===== src/rx_settings.svh =====
`ifndef RX_SETTINGS_SVH
`define RX_SETTINGS_SVH

// number of words in the receive buffer, also the starting credit count.
// must be a power of two, 2 or more.
`define RX_DEPTH 8

// width of one link word.
`define RX_DATA_W 32

// cycles after reset release before the processor side is served.
`define RX_HOLD_CYCLES 16

`endif


===== src/link_pkg.sv =====
package link_pkg;

  // tag stored with every buffered word.
  typedef enum logic [1:0]
  {
    WK_NONE  = 2'd0,  // no word, seen only in responses.
    WK_DATA  = 2'd1,
    WK_LAST  = 2'd2,  // final word of a frame.
    WK_ABORT = 2'd3   // word arrived with the error mark.
  } word_kind;

  // receiver position relative to frame boundaries.
  typedef enum logic
  {
    RS_IDLE  = 1'b0,
    RS_FRAME = 1'b1
  } rx_state;

endpackage


===== src/host_pkg.sv =====
package host_pkg;

  // single-word commands issued by the processor side.
  typedef enum logic [1:0]
  {
    OP_NOP         = 2'd0,
    OP_READ_WORD   = 2'd1,  // pop and return the head word.
    OP_READ_STATUS = 2'd2,  // frame statistics.
    OP_ACK_ERROR   = 2'd3
  } host_op;

  // host port state around the reset hold.
  typedef enum logic
  {
    PS_HOLD = 1'b0,
    PS_RUN  = 1'b1
  } port_state;

endpackage


===== src/frame_receiver.sv =====
`timescale 1ns/1ps
`include "rx_settings.svh"

module frame_receiver
(
  input  logic                  CPU_CLK,
  input  logic                  RST,
  input  logic                  rx_valid,
  input  logic [`RX_DATA_W-1:0] rx_data,
  input  logic                  rx_last,
  input  logic                  rx_err,
  output logic                  rx_ready,
  output logic                  push,
  output logic [`RX_DATA_W-1:0] push_data,
  output link_pkg::word_kind    push_kind,
  input  logic                  credit
);

  localparam int CNT_W = $clog2(`RX_DEPTH) + 1;

  logic [CNT_W-1:0]   credits;
  logic               accept;
  logic               frame_end;
  link_pkg::word_kind in_kind;
  link_pkg::rx_state  state;
  link_pkg::rx_state  state_next;

  assign rx_ready  = (credits != '0);  // one credit per free buffer slot.
  assign accept    = rx_valid && rx_ready;
  assign frame_end = rx_last || rx_err;

  always_comb
  begin
    if (rx_err)
      in_kind = link_pkg::WK_ABORT;  // the error mark wins over the end mark.
    else if (rx_last)
      in_kind = link_pkg::WK_LAST;
    else
      in_kind = link_pkg::WK_DATA;
  end

  // credit count, taken by each accepted word and given back by the buffer.
  always_ff @(posedge CPU_CLK)
  begin
    if (!RST)
      credits <= CNT_W'(`RX_DEPTH);
    else
    begin
      case ({accept, credit})
        2'b10:   credits <= credits - 1'b1;
        2'b01:   credits <= credits + 1'b1;
        default: credits <= credits;  // a take and a return cancel out.
      endcase
    end
  end

  always_ff @(posedge CPU_CLK)
  begin
    if (!RST)
      push <= 1'b0;
    else
      push <= accept;
  end

  always_ff @(posedge CPU_CLK)
  begin
    if (accept)
    begin
      push_data <= rx_data;
      push_kind <= in_kind;
    end
  end

  always_comb
  begin
    state_next = state;
    case (state)
      link_pkg::RS_IDLE:
        if (accept && !frame_end)
          state_next = link_pkg::RS_FRAME;  // a one-word frame never leaves idle.
      link_pkg::RS_FRAME:
        if (accept && frame_end)
          state_next = link_pkg::RS_IDLE;
      default:
        state_next = link_pkg::RS_IDLE;
    endcase
  end

  always_ff @(posedge CPU_CLK)
  begin
    if (!RST)
      state <= link_pkg::RS_IDLE;
    else
      state <= state_next;
  end

endmodule


===== src/lsab_buffer.sv =====
`timescale 1ns/1ps
`include "rx_settings.svh"

module lsab_buffer
(
  input  logic                  CPU_CLK,
  input  logic                  RST,
  input  logic                  push,
  input  logic [`RX_DATA_W-1:0] push_data,
  input  link_pkg::word_kind    push_kind,
  input  logic                  pop,
  output logic                  head_valid,
  output logic [`RX_DATA_W-1:0] head_data,
  output link_pkg::word_kind    head_kind,
  output logic                  credit
);

  localparam int PTR_W = $clog2(`RX_DEPTH);
  localparam int CNT_W = PTR_W + 1;

  logic [`RX_DATA_W-1:0] mem_data [`RX_DEPTH];
  link_pkg::word_kind    mem_kind [`RX_DEPTH];
  logic [PTR_W-1:0]      wr_ptr;
  logic [PTR_W-1:0]      rd_ptr;
  logic [PTR_W-1:0]      rd_ptr_next;
  logic [CNT_W-1:0]      occupancy;
  logic [CNT_W-1:0]      occupancy_next;
  logic                  bypass;

  assign rd_ptr_next    = rd_ptr + PTR_W'(pop);
  assign occupancy_next = occupancy + CNT_W'(push) - CNT_W'(pop);
  // the incoming word becomes the head when nothing else is left in front of it.
  assign bypass         = push && (occupancy == CNT_W'(pop));

  always_ff @(posedge CPU_CLK)
  begin
    if (push)
    begin
      mem_data[wr_ptr] <= push_data;
      mem_kind[wr_ptr] <= push_kind;
    end
  end

  always_ff @(posedge CPU_CLK)
  begin
    if (!RST)
    begin
      wr_ptr     <= '0;
      rd_ptr     <= '0;
      occupancy  <= '0;
      head_valid <= 1'b0;
      head_kind  <= link_pkg::WK_NONE;
      credit     <= 1'b0;
    end
    else
    begin
      if (push)
        wr_ptr <= wr_ptr + 1'b1;  // pointers wrap on their own width.
      rd_ptr     <= rd_ptr_next;
      occupancy  <= occupancy_next;
      head_valid <= (occupancy_next != '0);
      head_kind  <= bypass ? push_kind : mem_kind[rd_ptr_next];
      credit     <= pop;  // each freed slot goes back to the receiver.
    end
  end

  always_ff @(posedge CPU_CLK)
  begin
    if (bypass)
      head_data <= push_data;
    else
      head_data <= mem_data[rd_ptr_next];
  end

endmodule


===== src/host_port.sv =====
`timescale 1ns/1ps
`include "rx_settings.svh"

module host_port
(
  input  logic                  CPU_CLK,
  input  logic                  RST,
  input  logic                  head_valid,
  input  logic [`RX_DATA_W-1:0] head_data,
  input  link_pkg::word_kind    head_kind,
  output logic                  pop,
  input  logic                  cmd_valid,
  input  host_pkg::host_op      cmd_op,
  output logic                  cpu_ready,
  output logic                  rsp_valid,
  output logic [`RX_DATA_W-1:0] rsp_data,
  output link_pkg::word_kind    rsp_kind,
  output logic                  irq,
  output logic                  err
);

  localparam int HOLD_W = $clog2(`RX_HOLD_CYCLES + 1);
  localparam int STAT_W = 16;

  host_pkg::port_state state;
  logic [HOLD_W-1:0]   hold_cnt;
  logic                take;
  logic [STAT_W-1:0]   frames_done;
  logic [STAT_W-1:0]   run_len;
  logic [STAT_W-1:0]   last_frame_len;

  assign cpu_ready = (state == host_pkg::PS_RUN);
  assign take      = cmd_valid && cpu_ready;
  assign pop       = take && (cmd_op == host_pkg::OP_READ_WORD) && head_valid;
  assign irq       = cpu_ready && head_valid;

  // processor side is kept off for a fixed time after reset release.
  always_ff @(posedge CPU_CLK)
  begin
    if (!RST)
    begin
      state    <= host_pkg::PS_HOLD;
      hold_cnt <= '0;
    end
    else if (state == host_pkg::PS_HOLD)
    begin
      if (hold_cnt == HOLD_W'(`RX_HOLD_CYCLES - 1))
        state <= host_pkg::PS_RUN;
      else
        hold_cnt <= hold_cnt + 1'b1;
    end
  end

  always_ff @(posedge CPU_CLK)
  begin
    if (!RST)
    begin
      rsp_valid <= 1'b0;
      rsp_kind  <= link_pkg::WK_NONE;
    end
    else
    begin
      rsp_valid <= take && (cmd_op != host_pkg::OP_NOP);
      rsp_kind  <= pop ? head_kind : link_pkg::WK_NONE;
    end
  end

  always_ff @(posedge CPU_CLK)
  begin
    case (cmd_op)
      host_pkg::OP_READ_WORD:
        rsp_data <= head_valid ? head_data : '0;
      host_pkg::OP_READ_STATUS:
        rsp_data <= `RX_DATA_W'({frames_done, last_frame_len});
      default:
        rsp_data <= '0;
    endcase
  end

  // frame statistics follow the words as they leave the buffer.
  always_ff @(posedge CPU_CLK)
  begin
    if (!RST)
    begin
      frames_done    <= '0;
      run_len        <= '0;
      last_frame_len <= '0;
    end
    else if (pop)
    begin
      case (head_kind)
        link_pkg::WK_LAST:
        begin
          frames_done    <= frames_done + 1'b1;
          last_frame_len <= run_len + 1'b1;  // the closing word counts too.
          run_len        <= '0;
        end
        link_pkg::WK_ABORT: run_len <= '0;
        default:            run_len <= run_len + 1'b1;
      endcase
    end
  end

  always_ff @(posedge CPU_CLK)
  begin
    if (!RST)
      err <= 1'b0;
    else if (pop && (head_kind == link_pkg::WK_ABORT))
      err <= 1'b1;
    else if (take && (cmd_op == host_pkg::OP_ACK_ERROR))
      err <= 1'b0;
  end

endmodule


===== src/rx_chip.sv =====
`timescale 1ns/1ps
`include "rx_settings.svh"

module rx_chip
(
  input  logic                  CPU_CLK,
  input  logic                  RST,
  input  logic                  rx_valid,
  input  logic [`RX_DATA_W-1:0] rx_data,
  input  logic                  rx_last,
  input  logic                  rx_err,
  output logic                  rx_ready,
  input  logic                  cmd_valid,
  input  host_pkg::host_op      cmd_op,
  output logic                  cpu_ready,
  output logic                  rsp_valid,
  output logic [`RX_DATA_W-1:0] rsp_data,
  output link_pkg::word_kind    rsp_kind,
  output logic                  irq,
  output logic                  err
);

  logic                  push;
  logic [`RX_DATA_W-1:0] push_data;
  link_pkg::word_kind    push_kind;
  logic                  credit;
  logic                  pop;
  logic                  head_valid;
  logic [`RX_DATA_W-1:0] head_data;
  link_pkg::word_kind    head_kind;

  frame_receiver u_receiver
  (
    .CPU_CLK(CPU_CLK), .RST(RST),
    .rx_valid(rx_valid), .rx_data(rx_data), .rx_last(rx_last), .rx_err(rx_err),
    .rx_ready(rx_ready),
    .push(push), .push_data(push_data), .push_kind(push_kind),
    .credit(credit)
  );

  lsab_buffer u_buffer
  (
    .CPU_CLK(CPU_CLK), .RST(RST),
    .push(push), .push_data(push_data), .push_kind(push_kind),
    .pop(pop),
    .head_valid(head_valid), .head_data(head_data), .head_kind(head_kind),
    .credit(credit)
  );

  host_port u_host
  (
    .CPU_CLK(CPU_CLK), .RST(RST),
    .head_valid(head_valid), .head_data(head_data), .head_kind(head_kind), .pop(pop),
    .cmd_valid(cmd_valid), .cmd_op(cmd_op), .cpu_ready(cpu_ready),
    .rsp_valid(rsp_valid), .rsp_data(rsp_data), .rsp_kind(rsp_kind),
    .irq(irq), .err(err)
  );

endmodule


===== config.mk =====
export PLATFORM = sky130hd
export DESIGN_NAME = rx_chip
export DESIGN_NICKNAME = d
export VERILOG_FILES = /design/src/link_pkg.sv /design/src/host_pkg.sv /design/src/frame_receiver.sv /design/src/lsab_buffer.sv /design/src/host_port.sv /design/src/rx_chip.sv
export VERILOG_INCLUDE_DIRS = /design/src
export SDC_FILE = /design/constraint.sdc
export NUM_CORES = 1
export LEC_CHECK = 0
export ABC_CLOCK_PERIOD_IN_PS = 9000
export BUFFER_PORTS_ARGS = -buffer_cell sky130_fd_sc_hd__buf_2
export CAP_MARGIN = 20
export CORE_MARGIN = 8
export CORE_UTILIZATION = 57
export DETAILED_ROUTE_END_ITERATION = 10
export GPL_TIMING_DRIVEN = 0
export PLACE_DENSITY = 0.78
export SYNTH_ARGS = -nofsm -noshare
export SYNTH_HDL_FRONTEND = slang
export SYNTH_SLANG_ARGS = --single-unit
export TNS_END_PERCENT = 50

===== constraint.sdc =====
create_clock -name CPU_CLK -period 9 [get_ports CPU_CLK]
set_clock_uncertainty 0.05 [all_clocks]
set_input_delay 2.25 -clock CPU_CLK [delete_from_list [all_inputs] [get_ports CPU_CLK]]
set_output_delay 2.25 -clock CPU_CLK [all_outputs]
set_load 0.01 [all_outputs]

==> results of run 1 <==
==> worst register-to-register path, delay by kind of cell (launching register included) <==
| kind | cells | cell delay [ns] |
|---|---|---|
| AO/OA/AOI/OAI | 1 | 0.41 |
| XOR/XNOR | 1 | 0.30 |
| adder cells (fa/ha/maj) | 2 | 0.49 |
| buffers and inverters | 4 | 1.76 |
| flip-flops | 1 | 0.44 |
| AND/OR/NAND/NOR | 2 | 0.48 |
==> metal layers <==
layer | wire [um] | vias to the layer above
met5 | 10 | -
met2 | 18900 | 485
met3 | 2810 | 91
met4 | 1240 | 2
met1 | 15700 | 5042
li1 | - | 4520
==> layout by cell type, fill, tap and decap left out, drive strengths merged, types with 9 or more instances in the layout <==
| cell | Yosys | layout |
|---|---|---|
| a21oi | 33 | 33 |
| a22oi | 32 | 32 |
| a31oi | 38 | 38 |
| and2 | 9 | 9 |
| buf | 12 | 102 |
| clkbuf | 55 | 119 |
| clkinv | 0 | 10 |
| dfxtp | 141 | 141 |
| edfxtp | 306 | 306 |
| ha | 19 | 19 |
| inv | 16 | 17 |
| mux2i | 11 | 11 |
| mux4 | 64 | 64 |
| nand2 | 86 | 86 |
| nand3 | 17 | 17 |
| nand3b | 10 | 10 |
| nand4 | 14 | 14 |
| nor2 | 75 | 75 |
| nor2b | 33 | 33 |
| nor3 | 15 | 15 |
| o21ai | 27 | 27 |
| xnor2 | 19 | 19 |
| xor2 | 12 | 12 |
==> layout make-up <==
| class | instances | area (um2) | share of cell area [%] |
|---|---|---|---|
| Timing Repair Buffer | 90 | 623 | 3.19 |
| Tap cell | 390 | 488 | 2.50 |
| Buffer | 67 | 262 | 1.34 |
| Multi-Input combinational cell | 587 | 4680 | 23.9 |
| Clock inverter | 17 | 181 | 0.928 |
| Sequential cell | 447 | 12000 | 61.4 |
| Inverter | 16 | 60.1 | 0.307 |
| Clock buffer | 64 | 1250 | 6.37 |
==> power groups by stage <==
stage | clock, mW | sequential, mW | combinational (mW)
finish | 1.80 | 2.38 | 0.243
global route | 1.91 | 2.39 | 0.265
CTS | 1.83 | 2.38 | 0.244
detailed placement | 0 | 2.42 | 0.240
global placement | 0 | 2.42 | 0.221
floorplan | 0 | 2.40 | 0.139
==> state kept, by name, summed over array words and instances, names as in the netlist, 3 cells and up <==
register	cells
u_buffer.mem_data	256
u_buffer.mem_kind	16
u_receiver.credits	4
u_buffer.wr_ptr	3
u_host.run_len	16
u_buffer.rd_ptr	3
u_host.last_frame_len	16
u_buffer.occupancy	4
u_receiver.push_data	32
u_host.hold_cnt	5
u_host.frames_done	16
u_buffer.head_data	32
u_host.rsp_data	32
==> per-stage QoR <==
step                      util (%)  instance area (um2)  hold WS [ns]  power, mW  setup WS [ns]
after global placement        60.5                17800         0.419       2.64           2.85
after global routing          66.3                19600         0.457       4.56           3.07
after floorplan                  -                17000         0.404       2.53           4.31
final                         66.3                19600         0.440       4.43           3.33
after CTS                     66.3                19600         0.438       4.45           3.39
after detailed placement      61.5                18100         0.430       2.66           2.86
==> worst paths after layout <==
kind / from / endpoint / slack (ns)
setup reg to reg: u_host.cpu_ready$_SDFF_PN0_ / u_buffer.head_data[16]$_DFF_P_ / 4.93
setup / recovery: cmd_op[1] / u_buffer.head_data[16]$_DFF_P_ / 3.33
hold reg to reg: u_host.frames_done[15]$_SDFFE_PN0P_ / u_host.frames_done[15]$_SDFFE_PN0P_ / 0.44
hold / removal: u_host.frames_done[15]$_SDFFE_PN0P_ / u_host.frames_done[15]$_SDFFE_PN0P_ / 0.44
==> kinds of logic (layout without fill, tap and decap cells) <==
| family | count (synthesis) | after routing | share of synthesized area, % |
|---|---|---|---|
| buf+inv | 83 | 254 | 1.90 |
| compound gates | 153 | 153 | 5.70 |
| mux | 78 | 78 | 9.35 |
| fa+ha+maj | 21 | 21 | 1.64 |
| xor+xnor | 31 | 31 | 1.60 |
| simple gates | 304 | 304 | 9.00 |
| flops | 447 | 447 | 70.8 |
==> metrics.md, run 1 <==
| Metric | Value |
|---|---|
| Clock share of power | `40.7%` |
| Reg power frac | `53.8%` |
| CP max FO | `11` |
| HP Class | `flip-flop to flip-flop` |
| Setup TNS | `0 ns` |
| Min-Delay Path Depth | `2` |
| Antenna Cells | `0` |
| Max VDD drop | `167 uV` |
| Most used DFF post-synth | `edfxtp_1` |
| Endpoint class of the critical path | `flip-flop` |
| Final min period | `5.67 ns` |
| Mapped cell area | `0.0170 mm2` |
| CTS tree | `built` |
| Clock root buffer | `clkbuf_16` |
| Synth top area share | `54.2%` |
| Final period util | `63.0%` |
| Routed vias/inst | `6.04` |
| Num ports | `79` |
| Ranking of synthesized cells by area | `edfxtp_1 54%, dfxtp_1 17%, mux4_2 8.5%` |
| Starting density of the core | `57.5%` |
| Pin count of the biggest net entering global routing | `27` |
| Max_cap viols | `0` |
| Area growth syn-to-layout | `15.3%` |
| Critical Path Source Type | `primary input` |
| Logic pwr share | `5.5%` |
| CP delay by family, top | `buffers and inverters` |
| Share of cells above drive strength 1 | `19.2%` |
| Sw frac | `22.1%` |
| DR WL/cell | `23.0 um` |
| Endpoints failing setup | `0` |
| CP cell instances | `buf_2 > inv_1 > ha_1 > nand4_1 > inv_1 > clkbuf_1 > ha_1 > ha_1 > xnor2_1 > clkbuf_1 > clkbuf_1 > nand2_1 > a31oi_1` |
| Fillers | `2018` |
| Sw Pwr | `979 uW` |
| Data arrival, critical path | `6.01 ns` |
| Outcome | `finished clean` |
| WP depth | `13` |
| Power per Cell Area | `226 mW/mm2` |
| Largest area contributor in the netlist | `edfxtp_1` |
| Pre-antenna DRT Iters | `5` |
| Netlist cell types | `48` |
| Seq/Total Area, Yosys | `70.8%` |
| GRT overflow | `0` |
| Yosys warns | `0` |
| Antenna violations before repair | `1` |
| Post_cts resized | `0` |
| I/O Buffers | `77` |
| CTS sink cnt | `447` |
| CP bufs+invs | `6` |
| Via count | `10100` |
| Final net count | `1314` |
| Number of enable flip-flop cells after synthesis | `306` |
| Hpwl dp | `24700 um` |
| M3 GR Usage | `4.05%` |
| GR Util met1 | `28.1%` |
| Number of synthesized register bits | `447` |
| Hold buffer count at CTS | `0` |
| Die area | `0.0355 mm2` |
| Post-CTS setup buffers | `0` |
| Number of DRC markers in iteration 0 | `896` |
| Die width | `188 um` |
| Post-synth top cells | `306 x edfxtp_1, 141 x dfxtp_1, 86 x nand2_1, 75 x nor2_1, 64 x mux4_2` |
| Die H | `188 um` |
| FF-to-FF path depth | `10` |
| Max incr delay on CP | `0.56 ns` |
| Post-Layout Cell Count | `1678` |
| Worst-path clk slew | `0.06 ns` |
| Rel. slew slack | `32.7%` |
| CORE AREA | `0.0295 mm2` |
| Max Slew Vio Count | `0` |
| Clk buf depth | `3` |
| WS Path Type | `primary input to flip-flop` |
| Vias in the first global route | `10300` |
| Post-route ant nets | `0` |
| Core Rows | `63` |
| Clk_lat worst skew | `0.55 ns` |
| Met2 usage | `35.7%` |
| All-Layer GR Usage | `21.6%` |
| Drt drc | `0` |
| Total CTS buffers | `44` |
| Peak Freq | `176 MHz` |
| RSZ-0062 raised after global routing | `false` |
| Async S/R FF share, synth | `0%` |
| Lkg Pwr | `6.62 nW` |
| Cells after synthesis | `1117` |
| WL final | `38700 um` |
| First-pass GRT wire length | `59700 um` |
| Crit path max-delay cell type | `clkbuf_1` |
| Syn Nets | `1178` |
| Placed Instances | `1597` |
| Most Used Layer, Global Route | `met2` |
| Pint | `3.45 mW` |
| Final hold viol count | `0` |
| Syn Area/Cell | `15.2 um2` |
| Htree depth | `2` |
| Worst-Margin Slew | `1.00 ns` |
| Req. time, crit path | `9.35 ns` |
| RePlAce Congestion | `0.873` |
| Most instantiated library cell after synthesis | `edfxtp_1` |
Note: power is estimated with default switching activity, not from simulation.
==> run 2: changes to the inputs <==
Settings changed: ABC_CLOCK_PERIOD_IN_PS 9000 to 4800, CORE_UTILIZATION 57 to 55.
Clock period 9 ns to 4.8 ns, I/O delays scaled along.
==> run 2 against run 1 <==
  * Global-route usage fell by 0.91 points
  * Critical path depth did not move
  * Clock power rose by 81%
  * Die area rose by 3.3%
  * Routed wire length fell by 1.7%
  * Setup slack got worse by 3.0 ns
  * First-iteration DRC count rose by 34%
  * Critical endpoint is now u_buffer.head_data[9]$_DFF_P_
  * Clock-buffer cell count did not move
==> metrics.md, run 2 (synthesized netlist as in run 1, its figures left out) <==
| Metric | Value |
|---|---|
| Outcome | `finished clean` |
| Final WS setup | `0.377 ns (-2.96 ns)` |
| Crit path max-delay cell type | `clkbuf_1` |
| Worst-path clk slew | `0.06 ns (about the same)` |
| Hold WS | `0.441 ns (+0.000491 ns)` |
| Num ports | `79 (unchanged)` |
| Pin count of the biggest net entering global routing | `25 (-7.4%)` |
| HP Class | `flip-flop to flip-flop` |
| Number of DRC markers in iteration 0 | `1201 (+34%)` |
| Total CTS buffers | `43 (-2.3%)` |
| Largest register by flop count | `u_buffer.mem_data` |
| CORE AREA | `0.0305 mm2 (+3.5%)` |
| Hpwl dp | `24600 um (-0.27%)` |
| Req. time, crit path | `5.15 ns (-4.20 ns)` |
| Commonest non-fill, non-tap cell in the layout | `edfxtp_1` |
| Post-DP Area | `0.0181 mm2 (+0.12%)` |
| CP max FO | `11 (unchanged)` |
| Final instance area | `0.0195 mm2 (-0.28%)` |
| Post-Layout Cell Count | `1681 (+0.18%)` |
| Placed Instances | `1604 (+0.44%)` |
| Commonest cells after routing, fill and taps aside | `306 x edfxtp_1, 141 x dfxtp_1, 86 x nand2_1, 85 x buf_2, 69 x nor2_1` |
| Final min period | `4.42 ns` |
| GRT overflow | `0 (unchanged)` |
| Pre-antenna DRT Iters | `5 (unchanged)` |
| Antenna Cells | `0 (unchanged)` |
| RSZ-0062 raised after global routing | `false` |
| Critical Path Source Type | `primary input` |
| Clock root buffer | `clkbuf_16` |
| Max VDD drop | `275 uV (+65%)` |
| Share of cells above drive strength 1 | `18.8% (-0.42 points)` |
| Final period util | `92.2%` |
| Endpoint class of the critical path | `flip-flop` |
| Clk buf depth | `3 (unchanged)` |
| PnR Total Power | `8.17 mW (+84%)` |
| Max Slew Vio Count | `0 (unchanged)` |
| CP cell instances | `buf_2 > inv_1 > ha_1 > nand4_1 > inv_1 > clkbuf_1 > ha_1 > ha_1 > xnor2_1 > clkbuf_2 > clkbuf_1 > nand2_1 > a31oi_1` |
| Starting density of the core | `55.6% (-1.9 points)` |
| DP Worst Slack | `-0.237 ns (-3.10 ns)` |
| WS Path Type | `primary input to flip-flop` |
| Final net count | `1314 (unchanged)` |
| Hold buffer count at CTS | `0 (unchanged)` |
| Routed vias/inst | `5.97 (-1.3%)` |
| Max reg flops | `256 (unchanged)` |
| Cell mode on critical path | `ha_1` |
| DR WL/cell | `22.6 um (-1.9%)` |
| Post-route ant nets | `0 (unchanged)` |
| Core Rows | `64 (+1.6%)` |
| CP bufs+invs | `6 (unchanged)` |
| Htree depth | `2 (unchanged)` |
| Die area | `0.0367 mm2 (+3.3%)` |
| Layout Utilization | `63.9% (-2.4 points)` |
| Data arrival, critical path | `4.77 ns (-1.24 ns)` |
| CP delay by family, top | `buffers and inverters` |
| Clk_lat worst skew | `0.54 ns (about the same)` |
| RePlAce Congestion | `0.891 (+2.1%)` |
| Final hold viol count | `0 (unchanged)` |
| Antenna violations before repair | `0 (-1)` |
| Die H | `192 um (+1.6%)` |
| CTS tree | `built` |
| Lkg Pwr | `6.59 nW (-0.42%)` |
| First-pass GRT wire length | `58200 um (-2.5%)` |
| Drt drc | `0 (unchanged)` |
| WL final | `38000 um (-1.7%)` |
| I/O Buffers | `77 (unchanged)` |
| Power per Cell Area | `419 mW/mm2 (+85%)` |
| Max incr delay on CP | `0.47 ns (-0.09 ns)` |
| Multi-input logic area | `0.00468 mm2 (unchanged)` |
| Peak Freq | `226 MHz` |
| Fillers | `2164 (+7.2%)` |
| CTS sink cnt | `447 (unchanged)` |
| Endpoints failing setup | `0 (unchanged)` |
| Via count | `10000 (-1.1%)` |
| All-Layer GR Usage | `20.7% (-0.91 points)` |
| Worst-Margin Slew | `0.779 ns (-0.225 ns)` |
| Area growth syn-to-layout | `15.0%` |
| Setup TNS | `0 ns (unchanged)` |
| Die width | `192 um (+1.6%)` |
| FF+latch area | `0.0120 mm2 (unchanged)` |
| Vias in the first global route | `10100 (-1.6%)` |
| Max_cap viols | `0 (unchanged)` |
| Rel. slew slack | `48.1% (+15 points)` |
## run 2: changes by cell type in the layout (fill, tap and decap cells not counted), moves of 2 or more
cell | before | now
clkbuf_4 | 0 | 2
clkinv_2 | 8 | 4
clkbuf_2 | 0 | 2
clkbuf_8 | 7 | 3
buf_6 | 4 | 6
clkinv_1 | 1 | 5
## run 2: path summary, 6_finish.rpt
check	start	to	slack [ns]	cells past startpoint
setup / recovery	cmd_op[1]	u_buffer.head_data[9]$_DFF_P_	0.38	13
hold / removal	u_host.last_frame_len[0]$_SDFFE_PN0P_	u_host.last_frame_len[0]$_SDFFE_PN0P_	0.44	2
setup reg to reg	u_host.cpu_ready$_SDFF_PN0_	u_buffer.head_data[9]$_DFF_P_	0.92	10
hold reg to reg	u_host.last_frame_len[0]$_SDFFE_PN0P_	u_host.last_frame_len[0]$_SDFFE_PN0P_	0.44	2
## run 2: timing repair
action	4_1_cts	5_1_grt
endpoints found under the hold margin	0	0
setup endpoints to repair	0	4
buffers inserted	0	0
gates resized for setup	0	4
## run 2: report_power, final
part,total (mW),internal (mW),switching (mW)
Combinational,0.456,0.169,0.287
Sequential,4.46,4.33,0.137
Clock,3.25,1.89,1.36
Total,8.17,6.38,1.79
## run 2: cell type report
type | count | share of cell area (%)
clock inverter | 13 | 0.584
multi-input combinational | 587 | 24.0
tap | 396 | 2.54
sequential | 447 | 61.6
inverter | 16 | 0.308
buffer | 67 | 1.35
clock buffer | 64 | 6.33
timing repair buffer | 91 | 3.27
## run 2: tightest hold or removal path: cells and delay by family (launching register included)
kind	cells	cell delay (ns)
AOI/OAI and AO/OA	2	0.13
DFF	1	0.31
## run 2: metal layers
layer	part of all wire (%)	wire (um)	track usage, %	vias to the layer above
met2	49	18500	34.3	508
met1	40	15100	27.4	4890
met3	7.5	2860	2.90	116
met5	0	0	0	-
met4	4.0	1510	8.67	0
li1	-	-	-	4514
